$ cat src/hdl/conv_pkg.sv
`default_nettype none

package conv_pkg;

    localparam int CH_NUM = 3;
    localparam int PIX_PER_BLOCK = 9;
    localparam int ACT_BITS = 10;
    localparam int WEIGHT_BITS = 10;
    localparam int BIAS_BITS = 10;
    localparam int PROD_BITS = 20;
    localparam int SUM_BITS = 26;
    localparam int FRAC_BITS = 8;
    localparam int ROUND_CONST = 128;
    localparam int ROW_WORDS = 10;
    localparam int ACT_ADDR_BITS = 9;
    localparam int WEIGHT_ADDR_BITS = 7;
    localparam int BIAS_ADDR_BITS = 5;

    typedef logic signed [ACT_BITS-1:0] act_t;
    typedef logic signed [WEIGHT_BITS-1:0] weight_t;
    typedef logic signed [SUM_BITS-1:0] sum_t;
    // slot c*9+p holds channel c, pixel p
    typedef logic [CH_NUM*PIX_PER_BLOCK*ACT_BITS-1:0] block_t;
    typedef logic [6:0] coord_t;
    typedef logic [ACT_ADDR_BITS-1:0] act_addr_t;
    typedef logic [WEIGHT_ADDR_BITS-1:0] weight_addr_t;
    typedef logic [BIAS_ADDR_BITS-1:0] bias_addr_t;

    typedef enum logic [1:0] {IDLE, LOAD_BIAS, SCAN, DONE} fetch_state_e;

    // each bank holds one block out of every 2x2 group
    function automatic act_addr_t block_addr(input coord_t x, input coord_t y);
        return act_addr_t'(x >> 1) + act_addr_t'(y >> 1) * act_addr_t'(ROW_WORDS);
    endfunction

    function automatic logic [1:0] bank_sel(input coord_t x, input coord_t y);
        return {y[0], x[0]};
    endfunction

endpackage

`default_nettype wire

$ cat src/hdl/result_if.sv
`timescale 1ns/100ps
`default_nettype none

interface result_if;

    logic res_valid;
    // slot o*9+p holds output channel o, pixel p
    conv_pkg::sum_t [conv_pkg::CH_NUM*conv_pkg::PIX_PER_BLOCK-1:0] sums;
    conv_pkg::coord_t res_x;
    conv_pkg::coord_t res_y;

    modport src (
        output res_valid, sums, res_x, res_y
    );

    modport dst (
        input res_valid, sums, res_x, res_y
    );

endinterface

`default_nettype wire

$ cat src/hdl/result_writer.sv
`timescale 1ns/100ps
`default_nettype none

module result_writer #(
    parameter int MAP_W = 20,
    parameter int MAP_H = 16
) (
    input  wire logic           clk,
    input  wire logic           rst_n,
    result_if.dst               res_i,
    output logic                wen_0,
    output logic                wen_1,
    output logic                wen_2,
    output logic                wen_3,
    output conv_pkg::act_addr_t waddr,
    output conv_pkg::block_t    wdata,
    output logic                valid
);

    localparam int SLOTS = conv_pkg::CH_NUM * conv_pkg::PIX_PER_BLOCK;
    localparam int ACT_W = conv_pkg::ACT_BITS;

    conv_pkg::sum_t rounded [SLOTS];
    conv_pkg::block_t wdata_n;
    logic [3:0] wen_n;
    logic [3:0] wen_q;
    logic last_wr;

    // round half up, then keep the bits just above the fraction
    always_comb begin
        for (int i = 0; i < SLOTS; i++) begin
            rounded[i] = res_i.sums[i] + conv_pkg::sum_t'(conv_pkg::ROUND_CONST);
            wdata_n[i*ACT_W +: ACT_W] = rounded[i][conv_pkg::FRAC_BITS +: ACT_W];
        end
    end

    always_comb begin
        wen_n = 4'b1111;
        if (res_i.res_valid) begin
            wen_n[conv_pkg::bank_sel(res_i.res_x, res_i.res_y)] = 1'b0;
        end
    end

    always_ff @(posedge clk) begin
        if (!rst_n) begin
            wen_q <= 4'b1111;
            last_wr <= 1'b0;
            valid <= 1'b0;
        end else begin
            wen_q <= wen_n;
            last_wr <= res_i.res_valid
                       && res_i.res_x == conv_pkg::coord_t'(MAP_W - 1)
                       && res_i.res_y == conv_pkg::coord_t'(MAP_H - 1);
            // sticky until the next reset
            valid <= valid | last_wr;
        end
    end

    always_ff @(posedge clk) begin
        waddr <= conv_pkg::block_addr(res_i.res_x, res_i.res_y);
        wdata <= wdata_n;
    end

    assign wen_0 = wen_q[0];
    assign wen_1 = wen_q[1];
    assign wen_2 = wen_q[2];
    assign wen_3 = wen_q[3];

    // once the last block is written the upstream stages must stay quiet
    no_write_after_done: assert property (
        @(posedge clk) disable iff (!rst_n)
        valid |-> &wen_q
    ) else $error("bank written after the layer finished");

endmodule

`default_nettype wire

$ cat src/flat_wrapper.sv
// flat-port wrapper written by rule: the top's interface ports become plain ports
module result_writer_flat 
#(
    parameter int MAP_W = 20,
    parameter int MAP_H = 16
)
  (clk, rst_n, wen_0, wen_1, wen_2, wen_3, waddr, wdata, valid, res_i_res_valid, res_i_sums, res_i_res_x, res_i_res_y);
  result_if res_i_i ();
  input  wire logic clk;
  input  wire logic rst_n;
  output logic wen_0;
  output logic wen_1;
  output logic wen_2;
  output logic wen_3;
  output conv_pkg::act_addr_t waddr;
  output conv_pkg::block_t wdata;
  output logic valid;
  input wire logic [$bits(res_i_i.res_valid)-1:0] res_i_res_valid;
  input wire logic [$bits(res_i_i.sums)-1:0] res_i_sums;
  input wire logic [$bits(res_i_i.res_x)-1:0] res_i_res_x;
  input wire logic [$bits(res_i_i.res_y)-1:0] res_i_res_y;
  assign res_i_i.res_valid = res_i_res_valid;
  assign res_i_i.sums = res_i_sums;
  assign res_i_i.res_x = res_i_res_x;
  assign res_i_i.res_y = res_i_res_y;
  result_writer #(.MAP_W(MAP_W), .MAP_H(MAP_H)) u_core (.clk(clk), .rst_n(rst_n), .res_i(res_i_i), .wen_0(wen_0), .wen_1(wen_1), .wen_2(wen_2), .wen_3(wen_3), .waddr(waddr), .wdata(wdata), .valid(valid));
endmodule
$ cat config.mk
export PLATFORM = sky130hd
export DESIGN_NAME = result_writer_flat
export DESIGN_NICKNAME = d
export VERILOG_FILES = /design/src/hdl/conv_pkg.sv /design/src/hdl/result_if.sv /design/src/hdl/result_writer.sv /design/src/flat_wrapper.sv
export SDC_FILE = /design/constraint.sdc
export NUM_CORES = 1
export LEC_CHECK = 0
export BUFFER_PORTS_ARGS = -buffer_cell sky130_fd_sc_hd__clkbuf_2
export CORE_AREA = 5 5 386 388
export CTS_CLUSTER_SIZE = 10
export DETAILED_ROUTE_END_ITERATION = 16
export DIE_AREA = 0 0 391 393
export SLEW_MARGIN = 25
export SYNTH_ARGS = -nofsm -noshare
export SYNTH_HDL_FRONTEND = slang
export SYNTH_SLANG_ARGS = --single-unit
$ cat constraint.sdc
create_clock -name clk -period 2 [get_ports clk]
set_input_delay 0.1 -clock clk [delete_from_list [all_inputs] [get_ports clk]]
set_output_delay 0.1 -clock clk [all_outputs]
set_load 0.01 [all_outputs]
# After elaboration in Yosys (flattened, before gate mapping)

Cells that the tools add are included.

Input bits: 719
Output and inout bits: 284
Register bits: 285

Equal/unequal tests: 2
Reductions and logical operators: 4
Bitwise operators: 2
Add/subtract/negate cells: 28
Mux-type cells: 2
Multiply operators: 1
$lt $le $gt $ge: 2

Operators with widths:

| cell                  | number |
|---|---|
| $add 18x9->18 const B | 27 |
| $add 6x9->9           | 1 |
| $mul 6x3->8 const B   | 1 |
| $eq 7x4->1 const B    | 1 |
| $eq 7x5->1 const B    | 1 |
| $not 4->4             | 1 |
| $logic_and 1x1->1     | 3 |
| $lt 2x3->1 const B    | 1 |
| $demux 1 s2           | 1 |
| $ge 2x1->1 const B    | 1 |
| $reduce_and 2->1      | 1 |
| $mux 1                | 1 |
| $or 1x1->1            | 1 |

# Depth between registers and ports, before layout

Depth in word-level cells: 5
Gate-level depth with buffers: 8
Depth with buffers taken out: 8

# Worst setup path after synthesis

No wires, ideal clock.

Kind: in2reg
Start: input res_i_res_y[2]
End: register u_core.waddr[8]
Setup slack: -77 ps
Stages: 7
Buffers on the path: 0
Setup time: 72 ps
Data required time: 1928 ps
Data arrival time: 2005 ps
Path through: ha_1 -> ha_1 -> fa_1 -> ha_1 -> nand4b_1 -> a2111oi_2 -> xnor2_1

Cells in the longest elaborated chain, start to end: 2

RTL lines:

| what                   | RTL line            | RTL |
|---|---|---|
| start: declaration     | flat_wrapper.sv:21  | `input wire logic [$bits(res_i_i.res_y)-1:0] res_i_res_y;` |
| $mul 6x3->8            | conv_pkg.sv:33      | `return act_addr_t'(x >> 1) + act_addr_t'(y >> 1) * act_addr_t'(ROW_WORDS);` |
| $add 6x9->9            | conv_pkg.sv:33      |  |
| end signal: assignment | result_writer.sv:60 | `waddr <= conv_pkg::block_addr(res_i.res_x, res_i.res_y);` |
| end: declaration       | result_writer.sv:15 | `output conv_pkg::act_addr_t waddr,` |

Every way passes these cells.
A chain may end at the register's enable or synchronous reset.

==> results.md <==
* Initial Utilization at 0.0716
* Power per cell area at approximately 750 mW/mm^2
* Non-filler cells, final at approximately 4,100
* TritonRoute pass-1 iters at 4
* DR vias at 11,900
* Most frequent cell after synthesis: dfxtp_1
* Register bit count reported by yosys at 285
* Peak supply drop at 545 uV
* PortBufs at 597
* Syn_area_per_cell at 10.8 um^2
* EDFF count, synth at 0
* CP startpoint kind: primary input
* MaxCap Viol Count at 0
* Unrepaired setup endpoints after global routing: false
* Slew HR at 0.661
* HPWL after DPL at 66,000 um
* All-Layer GR Usage at 0.0997
* Cells after synthesis at 959
* Max Freq at around 520 MHz
* WP buf/inv at 3
* # Post-CTS Setup Buffers at 0
* Area contributors post-synth: dfxtp_1 (55%), xnor2_1 (15%), nand3_1 (6.1%)
* Largest net degree at the start of global routing at 12
* Root buffer cell: clkbuf_16
* Synth top area share at 0.550
* Core Region at 0.145 mm^2
* Endpoint class of the critical path: flop
* Placed cell count at ~3,500
* Post-synth top area cell: dfxtp_1
* Routed Antenna Nets at 0
* Filler instances at about 16,000
* Max Buffers Root-to-Sink at 3
* Routed WL per cell at 19.5 um
* Min-Delay Path Class: in2reg
* Static leakage at 9.49 nW
* CP Class: in2reg
* Highest-delay cell along the critical path: dlygate4sd3_1
* First-pass GRT wire length at 104,000 um
* Antenna violations before repair at 55
* Crit-path max cell delay at 0.85 ns
* Mapped cell area at around 0.010 mm^2
* Drt drc at 0
* Least-Margin Pin Slew at 0.507 ns
* TritonCTS Sinks at 285
* DR vias/cell at 2.90
* Die height at 393 um
* H-tree depth at 2
* Worst skew pair latency at 0.58 ns
* CP required at 2.47 ns
* Share of layout cells above drive strength 1 at 0.315
* Endpoints failing setup at 0
* Die ar. at ~0.15 mm^2
* CP Max Fanout at 4
* Worst-path cell chain: dlygate4sd3_1, clkbuf_2, nand3_1, nor2_1, nand4_1, xnor2_1, dlygate4sd3_1
* Critical Path AT at about 2.4 ns
* # rows at 140
* Fin util at 0.154
* Clock-pin transition on the worst setup and hold timing paths at 0.06 ns
* Commonest cells post-synth: dfxtp_1 (285), xnor2_1 (181), nand3_1 (127)
* Cell family with the largest share of critical-path delay: buffers and inverters
* Netlist cell types at 29
* Place WS at -0.236 ns
* Fin crit share at 0.967
* Final min period at 1.93 ns
* Final nets at 2,885
* Area Growth Syn to Fin at 116%
* Worst Skew at between 0.00008 and 0.00009 ns
* Setup ws final at 0.0657 ns
* GR Overflow Total at 0
* Syn nets at between 1,500 and 2,000
* CP most frequent cell: dlygate4sd3_1
* Fin. max-slew vios at 0
* Asr flop ratio synth at 0
* DR iter-0 viols at ~340
* Vias in the first global route at 12,900
* Fin. Hold Viols at 0
* Main synth FF type: dfxtp_1
* # IOs at 1,003
* Status: completed
* Total CTS buffers at 40
* Total Wirelength at 79,700 um
* Horiz. Die Dim at around 400 um
* Synth Warn # at 0
* RePlAce Congestion at 0.875
* Register area share after synthesis at 0.550
* CTS tree: done
## registers in the layout, summed over array words and instances (netlist names)
signal	flops
u_core.waddr	9
u_core.last_wr	1
u_core.wdata	270
u_core.valid	1
u_core.wen_q	4
## kinds of logic after synthesis
logic type	synth area share
and+or+nand+nor	0.174
DFF	0.550
xor gates and xnor gates	0.211
adders and majority gates	0.0521
AOI/OAI and AO/OA	0.00940
buffers and inverters	0.00434
## path summary, 6_finish.rpt
path | from | to | slack, ns | cells after the start
worst max-delay path | res_i_sums[634] | u_core.wdata[249] | 0.07 | 7
worst min-delay path | res_i_sums[347] | u_core.wdata[131] | 0.002 | 3
worst max register to register | u_core.valid | u_core.valid | 1.43 | 1
worst min register to register | u_core.last_wr | u_core.valid | 0.44 | 1
## routing by layer
layer  wire [um]  GRT usage
met1       29700      0.102
met2       32100      0.148
met3       12300     0.0719
met4        5290     0.0573
met5         268          0
## stage by stage
stage / instance area (um^2) / setup TNS, ns / hold slack (ns) / total power (W)
6_report: 22400 / 0 / 0.00183 / 0.0168
5_1_grt: 22400 / 0 / 0.0159 / 0.0177
4_1_cts: 22300 / 0 / 0.00682 / 0.0171
3_5_place_dp: 15900 / -0.421 / 0.231 / 0.00879
3_3_place_gp: 15900 / -0.515 / 0.225 / 0.00878
2_1_floorplan: 10400 / 0 / 0.128 / 0.00717
## area by class of cell
class / instances / area, um^2 / area share
clock buffer: 52 / 1100 / 0.0489
sequential: 285 / 5710 / 0.255
clock inverter: 14 / 193 / 0.00860
timing repair buffer: 1123 / 8220 / 0.367
antenna: 28 / 70.1 / 0.00313
tap: 1917 / 2400 / 0.107
inverter: 12 / 45.0 / 0.00201
multi-input combinational: 662 / 4660 / 0.208
## layout by cell type, fill, tap and decap left out, types with 2 or more instances in the layout
cell type      instances
dfxtp_1              285
clkbuf_1               7
nor3_1                 3
dlygate4sd3_1        514
o21a_1                 2
a21oi_1                6
bufinv_16              3
and3_1                45
xor2_1                69
diode_2               28
xnor2_1              181
and2_1                 5
ha_4                   2
clkbuf_16             40
clkinv_8               3
clkinvlp_4             4
ha_1                  37
buf_4                 12
inv_1                 12
nor2_1                51
clkinv_2               3
and4_1                11
fa_1                   2
clkbuf_2             597
nand2_1               69
nand3_1              126
nand4_1               37
nand4b_1               2
clkbuf_8               5
## worst min-delay path: cells and delay by family
| family | cells | cell delay, ns |
|---|---|---|
| buf+inv | 2 | 0.29 |
| xor+xnor | 1 | 0.12 |
## power breakdown
| group | switching (W) | leakage [nW] | internal [W] |
|---|---|---|---|
| sequential | 0.000140 | 2.40 | 0.00614 |
| combinational | 0.00173 | 6.47 | 0.00167 |
| clock | 0.00289 | 0.617 | 0.00425 |
| total | 0.00476 | 9.49 | 0.0121 |
## timing repair
action | in CTS | in global routing
setup endpoints to repair | 0 | 1
hold endpoints to repair | 281 | 0
hold buffers | 514 | 0
gates resized for setup | 0 | 1
No activity file was read; power rests on OpenSTA's default activity.
