`src/hdl/conv_pkg.sv`:
```
`default_nettype none

package conv_pkg;

    localparam int CH_NUM = 3;
    localparam int PIX_PER_BLOCK = 9;
    localparam int ACT_BITS = 10;
    localparam int WEIGHT_BITS = 10;
    localparam int BIAS_BITS = 10;
    localparam int PROD_BITS = 20;
    localparam int SUM_BITS = 26;
    localparam int FRAC_BITS = 8;
    localparam int ROUND_CONST = 128;
    localparam int ROW_WORDS = 10;
    localparam int ACT_ADDR_BITS = 9;
    localparam int WEIGHT_ADDR_BITS = 7;
    localparam int BIAS_ADDR_BITS = 5;

    typedef logic signed [ACT_BITS-1:0] act_t;
    typedef logic signed [WEIGHT_BITS-1:0] weight_t;
    typedef logic signed [SUM_BITS-1:0] sum_t;
    // slot c*9+p holds channel c, pixel p
    typedef logic [CH_NUM*PIX_PER_BLOCK*ACT_BITS-1:0] block_t;
    typedef logic [6:0] coord_t;
    typedef logic [ACT_ADDR_BITS-1:0] act_addr_t;
    typedef logic [WEIGHT_ADDR_BITS-1:0] weight_addr_t;
    typedef logic [BIAS_ADDR_BITS-1:0] bias_addr_t;

    typedef enum logic [1:0] {IDLE, LOAD_BIAS, SCAN, DONE} fetch_state_e;

    // each bank holds one block out of every 2x2 group
    function automatic act_addr_t block_addr(input coord_t x, input coord_t y);
        return act_addr_t'(x >> 1) + act_addr_t'(y >> 1) * act_addr_t'(ROW_WORDS);
    endfunction

    function automatic logic [1:0] bank_sel(input coord_t x, input coord_t y);
        return {y[0], x[0]};
    endfunction

endpackage

`default_nettype wire

```
`src/hdl/feature_if.sv`:
```
`timescale 1ns/100ps
`default_nettype none

interface feature_if;

    logic feat_valid;
    conv_pkg::block_t feat;
    conv_pkg::coord_t feat_x;
    conv_pkg::coord_t feat_y;
    // weight o*3+c scales input channel c into output channel o
    conv_pkg::weight_t [conv_pkg::CH_NUM*conv_pkg::CH_NUM-1:0] weights;
    conv_pkg::act_t [conv_pkg::CH_NUM-1:0] bias;

    modport src (
        output feat_valid, feat, feat_x, feat_y, weights, bias
    );

    modport dst (
        input feat_valid, feat, feat_x, feat_y, weights, bias
    );

endinterface

`default_nettype wire

```
`src/hdl/conv1_fetch.sv`:
```
`timescale 1ns/100ps
`default_nettype none

module conv1_fetch #(
    parameter int MAP_W = 20,
    parameter int MAP_H = 16
) (
    input  wire logic                                    clk,
    input  wire logic                                    rst_n,
    input  wire logic                                    enable,
    input  wire logic [3:0]                              kernel_sel,
    input  wire conv_pkg::block_t                        rdata_0,
    input  wire conv_pkg::block_t                        rdata_1,
    input  wire conv_pkg::block_t                        rdata_2,
    input  wire conv_pkg::block_t                        rdata_3,
    input  wire logic [conv_pkg::CH_NUM*conv_pkg::CH_NUM*conv_pkg::WEIGHT_BITS-1:0] rdata_weight,
    input  wire logic [conv_pkg::BIAS_BITS-1:0]          rdata_bias,
    output conv_pkg::act_addr_t                          raddr_act,
    output conv_pkg::weight_addr_t                       raddr_weight,
    output conv_pkg::bias_addr_t                         raddr_bias,
    feature_if.src                                       feat_o
);

    conv_pkg::fetch_state_e state;
    logic [1:0] bias_cnt;
    conv_pkg::coord_t scan_x;
    conv_pkg::coord_t scan_y;

    logic addr_valid;
    conv_pkg::coord_t addr_x;
    conv_pkg::coord_t addr_y;
    logic data_valid;
    conv_pkg::coord_t data_x;
    conv_pkg::coord_t data_y;

    logic bias_ret_valid;
    logic [1:0] bias_ret_idx;

    conv_pkg::block_t bank_word [4];

    assign bank_word[0] = rdata_0;
    assign bank_word[1] = rdata_1;
    assign bank_word[2] = rdata_2;
    assign bank_word[3] = rdata_3;

    always_ff @(posedge clk) begin
        if (!rst_n) begin
            state <= conv_pkg::IDLE;
            bias_cnt <= '0;
            scan_x <= '0;
            scan_y <= '0;
            addr_valid <= 1'b0;
            data_valid <= 1'b0;
            feat_o.feat_valid <= 1'b0;
            bias_ret_valid <= 1'b0;
            bias_ret_idx <= '0;
            raddr_act <= '0;
            raddr_weight <= '0;
            raddr_bias <= '0;
        end else begin
            addr_valid <= 1'b0;
            data_valid <= addr_valid;
            feat_o.feat_valid <= data_valid;
            bias_ret_valid <= (state == conv_pkg::LOAD_BIAS);
            bias_ret_idx <= bias_cnt;
            case (state)
                conv_pkg::IDLE: begin
                    if (enable) begin
                        state <= conv_pkg::LOAD_BIAS;
                        bias_cnt <= '0;
                        scan_x <= '0;
                        scan_y <= '0;
                        raddr_weight <= conv_pkg::weight_addr_t'(kernel_sel);
                        raddr_bias <= conv_pkg::bias_addr_t'(kernel_sel)
                                      * conv_pkg::bias_addr_t'(conv_pkg::CH_NUM);
                    end
                end
                conv_pkg::LOAD_BIAS: begin
                    if (bias_cnt == 2'(conv_pkg::CH_NUM - 1)) begin
                        state <= conv_pkg::SCAN;
                    end else begin
                        bias_cnt <= bias_cnt + 2'd1;
                        raddr_bias <= raddr_bias + 1'b1;
                    end
                end
                conv_pkg::SCAN: begin
                    raddr_act <= conv_pkg::block_addr(scan_x, scan_y);
                    addr_valid <= 1'b1;
                    if (scan_x == conv_pkg::coord_t'(MAP_W - 1)) begin
                        scan_x <= '0;
                        if (scan_y == conv_pkg::coord_t'(MAP_H - 1)) begin
                            state <= conv_pkg::DONE;
                        end else begin
                            scan_y <= scan_y + 1'b1;
                        end
                    end else begin
                        scan_x <= scan_x + 1'b1;
                    end
                end
                default: begin
                    state <= conv_pkg::DONE;
                end
            endcase
        end
    end

    // coordinates follow the read through the one-cycle SRAM latency
    always_ff @(posedge clk) begin
        addr_x <= scan_x;
        addr_y <= scan_y;
        data_x <= addr_x;
        data_y <= addr_y;
        feat_o.feat <= bank_word[conv_pkg::bank_sel(data_x, data_y)];
        feat_o.feat_x <= data_x;
        feat_o.feat_y <= data_y;
    end

    // the weight word returns together with the first bias word
    always_ff @(posedge clk) begin
        if (bias_ret_valid) begin
            feat_o.bias[bias_ret_idx] <= rdata_bias;
            if (bias_ret_idx == 2'd0) begin
                feat_o.weights <= rdata_weight;
            end
        end
    end

    read_addr_in_map: assert property (
        @(posedge clk) disable iff (!rst_n)
        addr_valid |-> raddr_act < conv_pkg::ROW_WORDS * MAP_H / 2
    ) else $error("block read address beyond the feature map");

endmodule

`default_nettype wire

```
`src/flat_wrapper.sv`:
```
// flat-port wrapper written by rule: the top's interface ports become plain ports
module conv1_fetch_flat 
#(
    parameter int MAP_W = 20,
    parameter int MAP_H = 16
)
  (clk, rst_n, enable, kernel_sel, rdata_0, rdata_1, rdata_2, rdata_3, rdata_weight, rdata_bias, raddr_act, raddr_weight, raddr_bias, feat_o_feat_valid, feat_o_feat, feat_o_feat_x, feat_o_feat_y, feat_o_weights, feat_o_bias);
  feature_if feat_o_i ();
  input  wire logic clk;
  input  wire logic rst_n;
  input  wire logic enable;
  input  wire logic [3:0] kernel_sel;
  input  wire conv_pkg::block_t rdata_0;
  input  wire conv_pkg::block_t rdata_1;
  input  wire conv_pkg::block_t rdata_2;
  input  wire conv_pkg::block_t rdata_3;
  input  wire logic [conv_pkg::CH_NUM*conv_pkg::CH_NUM*conv_pkg::WEIGHT_BITS-1:0] rdata_weight;
  input  wire logic [conv_pkg::BIAS_BITS-1:0] rdata_bias;
  output conv_pkg::act_addr_t raddr_act;
  output conv_pkg::weight_addr_t raddr_weight;
  output conv_pkg::bias_addr_t raddr_bias;
  output wire logic [$bits(feat_o_i.feat_valid)-1:0] feat_o_feat_valid;
  output wire logic [$bits(feat_o_i.feat)-1:0] feat_o_feat;
  output wire logic [$bits(feat_o_i.feat_x)-1:0] feat_o_feat_x;
  output wire logic [$bits(feat_o_i.feat_y)-1:0] feat_o_feat_y;
  output wire logic [$bits(feat_o_i.weights)-1:0] feat_o_weights;
  output wire logic [$bits(feat_o_i.bias)-1:0] feat_o_bias;
  assign feat_o_feat_valid = feat_o_i.feat_valid;
  assign feat_o_feat = feat_o_i.feat;
  assign feat_o_feat_x = feat_o_i.feat_x;
  assign feat_o_feat_y = feat_o_i.feat_y;
  assign feat_o_weights = feat_o_i.weights;
  assign feat_o_bias = feat_o_i.bias;
  conv1_fetch #(.MAP_W(MAP_W), .MAP_H(MAP_H)) u_core (.clk(clk), .rst_n(rst_n), .enable(enable), .kernel_sel(kernel_sel), .rdata_0(rdata_0), .rdata_1(rdata_1), .rdata_2(rdata_2), .rdata_3(rdata_3), .rdata_weight(rdata_weight), .rdata_bias(rdata_bias), .raddr_act(raddr_act), .raddr_weight(raddr_weight), .raddr_bias(raddr_bias), .feat_o(feat_o_i));
endmodule
```
`config.mk`:
```
export PLATFORM = sky130hd
export DESIGN_NAME = conv1_fetch_flat
export DESIGN_NICKNAME = d
export VERILOG_FILES = /design/src/hdl/conv_pkg.sv /design/src/hdl/feature_if.sv /design/src/hdl/conv1_fetch.sv /design/src/flat_wrapper.sv
export SDC_FILE = /design/constraint.sdc
export NUM_CORES = 1
export LEC_CHECK = 0
export BUFFER_PORTS_ARGS = -buffer_cell sky130_fd_sc_hd__buf_2
export CAP_MARGIN = 20
export CORE_AREA = 3 3 625 627
export CTS_CLUSTER_DIAMETER = 50
export DETAILED_ROUTE_END_ITERATION = 8
export DIE_AREA = 0 0 628 630
export SLEW_MARGIN = 20
export SYNTH_ARGS = -nofsm -noshare
export SYNTH_HDL_FRONTEND = slang
export SYNTH_SLANG_ARGS = --single-unit
export TNS_END_PERCENT = 100
```
`constraint.sdc`:
```
create_clock -name clk -period 11.1 [get_ports clk]
set_input_delay 2.22 -clock clk [delete_from_list [all_inputs] [get_ports clk]]
set_output_delay 2.22 -clock clk [all_outputs]
set_load 0.01 [all_outputs]
```
Word level (Yosys, flattened, before mapping)
Cells that the tools add are included.
{"block": "word_totals", "out_inout_bits": 426, "wordCells": 88, "reg_bits": 474, "inputBits": 1187}
{"block": "classes", "bitwise_logic": 1, "n_mux": 24, "n_reduce_logical": 11, "add_sub_neg": 5, "order_cmp": 3, "eq_ne": 11, "n_mul": 2}
{"op": "$bmux W270 S2", "n": 1}
{"op": "$mux W270", "n": 2}
{"op": "$bwmux W30", "n": 1}
{"op": "$mux W7", "n": 4}
{"op": "$pmux W7 S2", "n": 2}
{"op": "$demux W10 S2", "n": 1}
{"op": "$add A7 B1 Y7 const B", "n": 2}
{"op": "$mux W2", "n": 6}
{"op": "$mux W10", "n": 1}
{"op": "$mux W5", "n": 2}
{"op": "$pmux W5 S2", "n": 1}
{"op": "$add A6 B9 Y9", "n": 1}
{"op": "$mul A6 B3 Y8 const B", "n": 1}
{"op": "$ne A2 B2 Y1 const B", "n": 4}
{"op": "$reduce_and A4 Y1", "n": 2}
{"op": "$eq A7 B4 Y1 const B", "n": 1}
{"op": "$eq A7 B5 Y1 const B", "n": 1}
{"op": "$pmux W2 S3", "n": 1}
{"op": "$reduce_and A2 Y1", "n": 3}
{"op": "$add A5 B1 Y5 const B", "n": 1}
{"op": "$mul A4 B2 Y5 const B", "n": 1}
{"op": "$eq A2 B2 Y1 const B", "n": 2}
{"op": "$logic_not A2 Y1", "n": 2}
{"op": "$ne A2 B1 Y1 const B", "n": 2}
{"op": "other kinds (11)", "n": 12}

Depth between registers and ports, before layout
{"block": "depth", "ltp_word": 5, "depth_mapped": 9, "ltp_nobuf": 9}

Least setup slack after synthesis
OpenSTA, ideal clock, no wires.
{"block": "synth_path", "kind": "register -> register", "from": "register u_core.bias_ret_idx[0] (netlist name)", "to": "register u_core.feat_o.bias[0], enable pin", "setup_ns": 0.702, "path_buffers": 0, "stages_incl_launch_ff": 2, "period_less_slack_ns": 8.251, "required_time_ns": 10.398, "slack_ns": 2.849, "t_arrival_ns": 7.550, "cell_sequence": "dfxtp_1 -> nor3b_1"}
{"item": "end signal: indexed assignment", "line": "conv1_fetch.sv:121", "rtl": "feat_o.bias[bias_ret_idx] <= rdata_bias;"}
{"item": "end: declaration", "line": "feature_if.sv:15", "rtl": "output feat_valid, feat, feat_x, feat_y, weights, bias"}

Worst setup path after layout
{"block": "layout_path", "from": "register u_core.feat_o.feat[239]", "to": "output port feat_o_feat[239]"}
{"item": "start: declaration", "line": "feature_if.sv:15"}
{"item": "start signal: assignment", "line": "conv1_fetch.sv:113", "rtl": "feat_o.feat <= bank_word[conv_pkg::bank_sel(data_x, data_y)];"}
{"item": "end: declaration", "line": "flat_wrapper.sv:23", "rtl": "output wire logic [$bits(feat_o_i.feat)-1:0] feat_o_feat;"}
No word-level cell between the ends.

==> results.toml <==
[outcome]
outcome = "complete, no violations"

[floorplan]
dieArea_um2 = 396000
core_um2 = 385000
row_count = 228
start_util_pct = 4.80
die_w_um = 628
die_y_um = 630
pin_count = 1613

[timing]
worstMarginPinSlew_ns = 1.10
rsz0062_at_grt = "false"
fin_setup_tns_ns = 0
final_hold_viol_count = 0
hold-worst-slack_ns = 0.320
maxSlewViolCount = 0
setup_violations = 0
slew_headroom_pct = 26.5
max_freq_mhz = 228
min_period_ns = 4.38
skew_ns = 0.0985
fin_ws_ns = 6.72
finalCritPeriodShare_pct = 39.4

[critical_path]
end_kind = "primary output"
critPathRequiredTime_ns = 8.88
worst-path-stages = 1
start_kind = "register"
r2r_cells = 3
arrival_ns = 2.16
rr_endpoint = "u_core.feat_o.feat[23]"
max_stage_delay_ns = 0.97
path_buf_inv = 1
critPathCapture = "feat_o_feat[239]"
rrSetupSlack_ns = 8.16
startpoint = "u_core.feat_o.feat[239]"
rr_startpoint = "u_core.data_x[0]"
crit_chain = "buf_2"
critPathSlowestCell = "dfxtp_1"
critPathTopFamily = "flip-flops"
path_max_fanout = 1
crit_type = "reg2out"

[route]
drtIter0Drc = 2603
wl_um = 355000
vias = 23333
drc = 0
ant_nets = 0
wl_met3_um = 79400
wl_per_cell_um = 42.9
wl_met2_um = 143000
met1_length_um = 114000
avgViaCountPerCell = 2.82
drt_first_pass_iters = 6
dr.max_layer_used = "met5"

[clock_tree]
cts_buffers = 104
cts_max_path_buffers = 4
clock_latency_ns = 0.86
clk_pin_slew_worst_paths_ns = 0.06
cts_tree = "yes"
cts_resized = 0
clockRootBuffer = "clkbuf_16"
post_cts_buffers = 0
clock_sinks = 474
cts.htree.levels = 3
cts_hold_buffers = 0

[synthesis]
synth-simple-area-share_pct = 2.48
syn_inst = 1036
synthMuxAreaShare_pct = 32.9
seq_area_frac_synth_pct = 57.8
yosys.area_share.adder_pct = 1.68
synth-xor-area-share_pct = 0.474
yosysWarningCount = 0
yosysTopAreaCell = "dfxtp_1"
postSynthAreaPerCell_um2 = 17.8
ys_types = 48
synthesis.area_um2 = 18500
synth_top_area_share_pct = 38.3
ys.flop_type = "dfxtp_1"
synthTopCellsByCount = "dfxtp_1, mux4_2, edfxtp_1"
synth_compound_area_share_pct = 2.82
synth_top_family_by_area = "multiplexers"
synth.most_common_cell = "dfxtp_1"
ys_seq_elements = 474
synthTopCellsByArea = "dfxtp_1, mux4_2, edfxtp_1"
synth_edf_count = 120
synth-async-reset-ratio_pct = 0

[grt]
antenna_found_initial = 656
grt-ovfl-total = 0
grt_pass1_wl_um = 398000
grt_pass1_vias = 19592
grt_max_degree = 106
track_usage_pct = 17.3

[power_and_ir_drop]
intPower_uw = 4210
vdd_ir_drop_max_uv = 114
leakage_uw = 0.0142
swShare_pct = 28.3
seqPwrFrac_pct = 32.8
comb_power_share_pct = 10.6
switching_power_uw = 1660
p_per_area_nw_per_um2 = 157
p_clk_share_pct = 56.5
power_uw = 5870

[placed_design]
hpwlAfterDp_um = 332000
dp_slack_ns = 7.46
gp_congestion = 1.16
dp.cells = 7765
port_buffers = 1609

[layout]
fillCellCount = 44448
layout-drive-gt1-share_pct = 75.0
final_nets = 3906
syn_to_final_growth_pct = 102
fin_cells = 8288

[job]
cap_violations = 0

[worst_hold_path]
hold_path.class = "reg2reg"
==> cells by family after synthesis <==
family	count (synthesis)
adders and majority gates	23
muxes	270
xor gates and xnor gates	10
AOI/OAI and AO/OA	83
DFF	474
and+or+nand+nor	95
buffers and inverters	80
other	1
==> metrics by stage <==
stage               area (µm²)  utilization [%]
finish                   37300             9.68
CTS                      36500             9.47
global placement         32800             8.52
global route             36800             9.55
detailed placement       32900             8.53
floorplan                18500                -
==> registers in the layout, summed over array words and instances (netlist names) <==
| register | flops |
|---|---|
| u_core.bias_ret_valid | 1 |
| u_core.raddr_weight | 4 |
| u_core.feat_o.feat_x | 7 |
| u_core.feat_o.feat | 270 |
| u_core.scan_x | 7 |
| u_core.data_valid | 1 |
| u_core.raddr_bias | 5 |
| u_core.feat_o.weights | 90 |
| u_core.addr_valid | 1 |
| u_core.state | 2 |
| u_core.data_y | 7 |
| u_core.feat_o.bias | 30 |
| u_core.scan_y | 7 |
| u_core.feat_o.feat_y | 7 |
| u_core.bias_cnt | 2 |
| u_core.data_x | 7 |
| u_core.addr_y | 7 |
| u_core.raddr_act | 9 |
| u_core.feat_o.feat_valid | 1 |
| u_core.bias_ret_idx | 2 |
| u_core.addr_x | 7 |
==> metal layers <==
layer / vias up / GRT usage (%)
met5: - / 0.362
met4: 568 / 5.11
met3: 1413 / 18.7
met2: 2754 / 24.6
met1: 10607 / 16.3
li1: 7991 / -
==> placed cells by master, fill, tap and decap left out, drive strengths merged, types with 3 or more instances in the layout <==
cell,Yosys,final
nand2,29,29
edfxtp,120,120
ha,20,20
o21a,4,4
inv,8,42
bufinv,0,10
a21o,6,6
clkinvlp,0,3
conb,1,3
and2,6,6
clkinv,0,15
o21bai,3,3
nor2,26,26
nor2b,3,3
nand2b,5,5
mux4,270,270
buf,52,1624
a211oi,7,7
xnor2,7,7
xor2,3,3
diode,0,333
clkbuf,20,128
fa,3,3
dfxtp,354,354
o21ai,19,19
a21oi,31,31
nor3,5,5
nand3,9,9
==> layout make-up <==
type	instances	area, µm²	share of cell area (%)
antenna	333	833	2.23
clock buffer	128	2840	7.60
clock inverter	62	771	2.07
inverter	8	30.0	0.0805
multi-input combinational	484	7470	20.0
sequential	474	10700	28.7
tap	5175	6470	17.3
timing repair buffer	1624	8200	22.0
==> worst min-delay path by stage <==
stage	depth (start not counted)	start	end	slack [ns]
after floorplan	0	u_core.addr_x[0]	u_core.data_x[0]	0.31
after global placement	0	u_core.addr_x[3]	u_core.data_x[3]	0.31
after detailed placement	0	u_core.addr_y[6]	u_core.data_y[6]	0.31
after CTS	0	u_core.addr_x[6]	u_core.data_x[6]	0.32
after global routing	0	u_core.addr_x[6]	u_core.data_x[6]	0.32
final	0	u_core.data_y[5]	u_core.feat_o.feat_y[5]	0.32
==> power groups by stage <==
stage                     sequential (µW)  clock [µW]  combinational, µW
after floorplan                      1950           0                108
after global placement               1970           0                624
after detailed placement             1970           0                637
after CTS                            1940        3440                639
after global routing                 1940        3500                654
final                                1930        3320                624
Power figures use the tool's default switching activity.
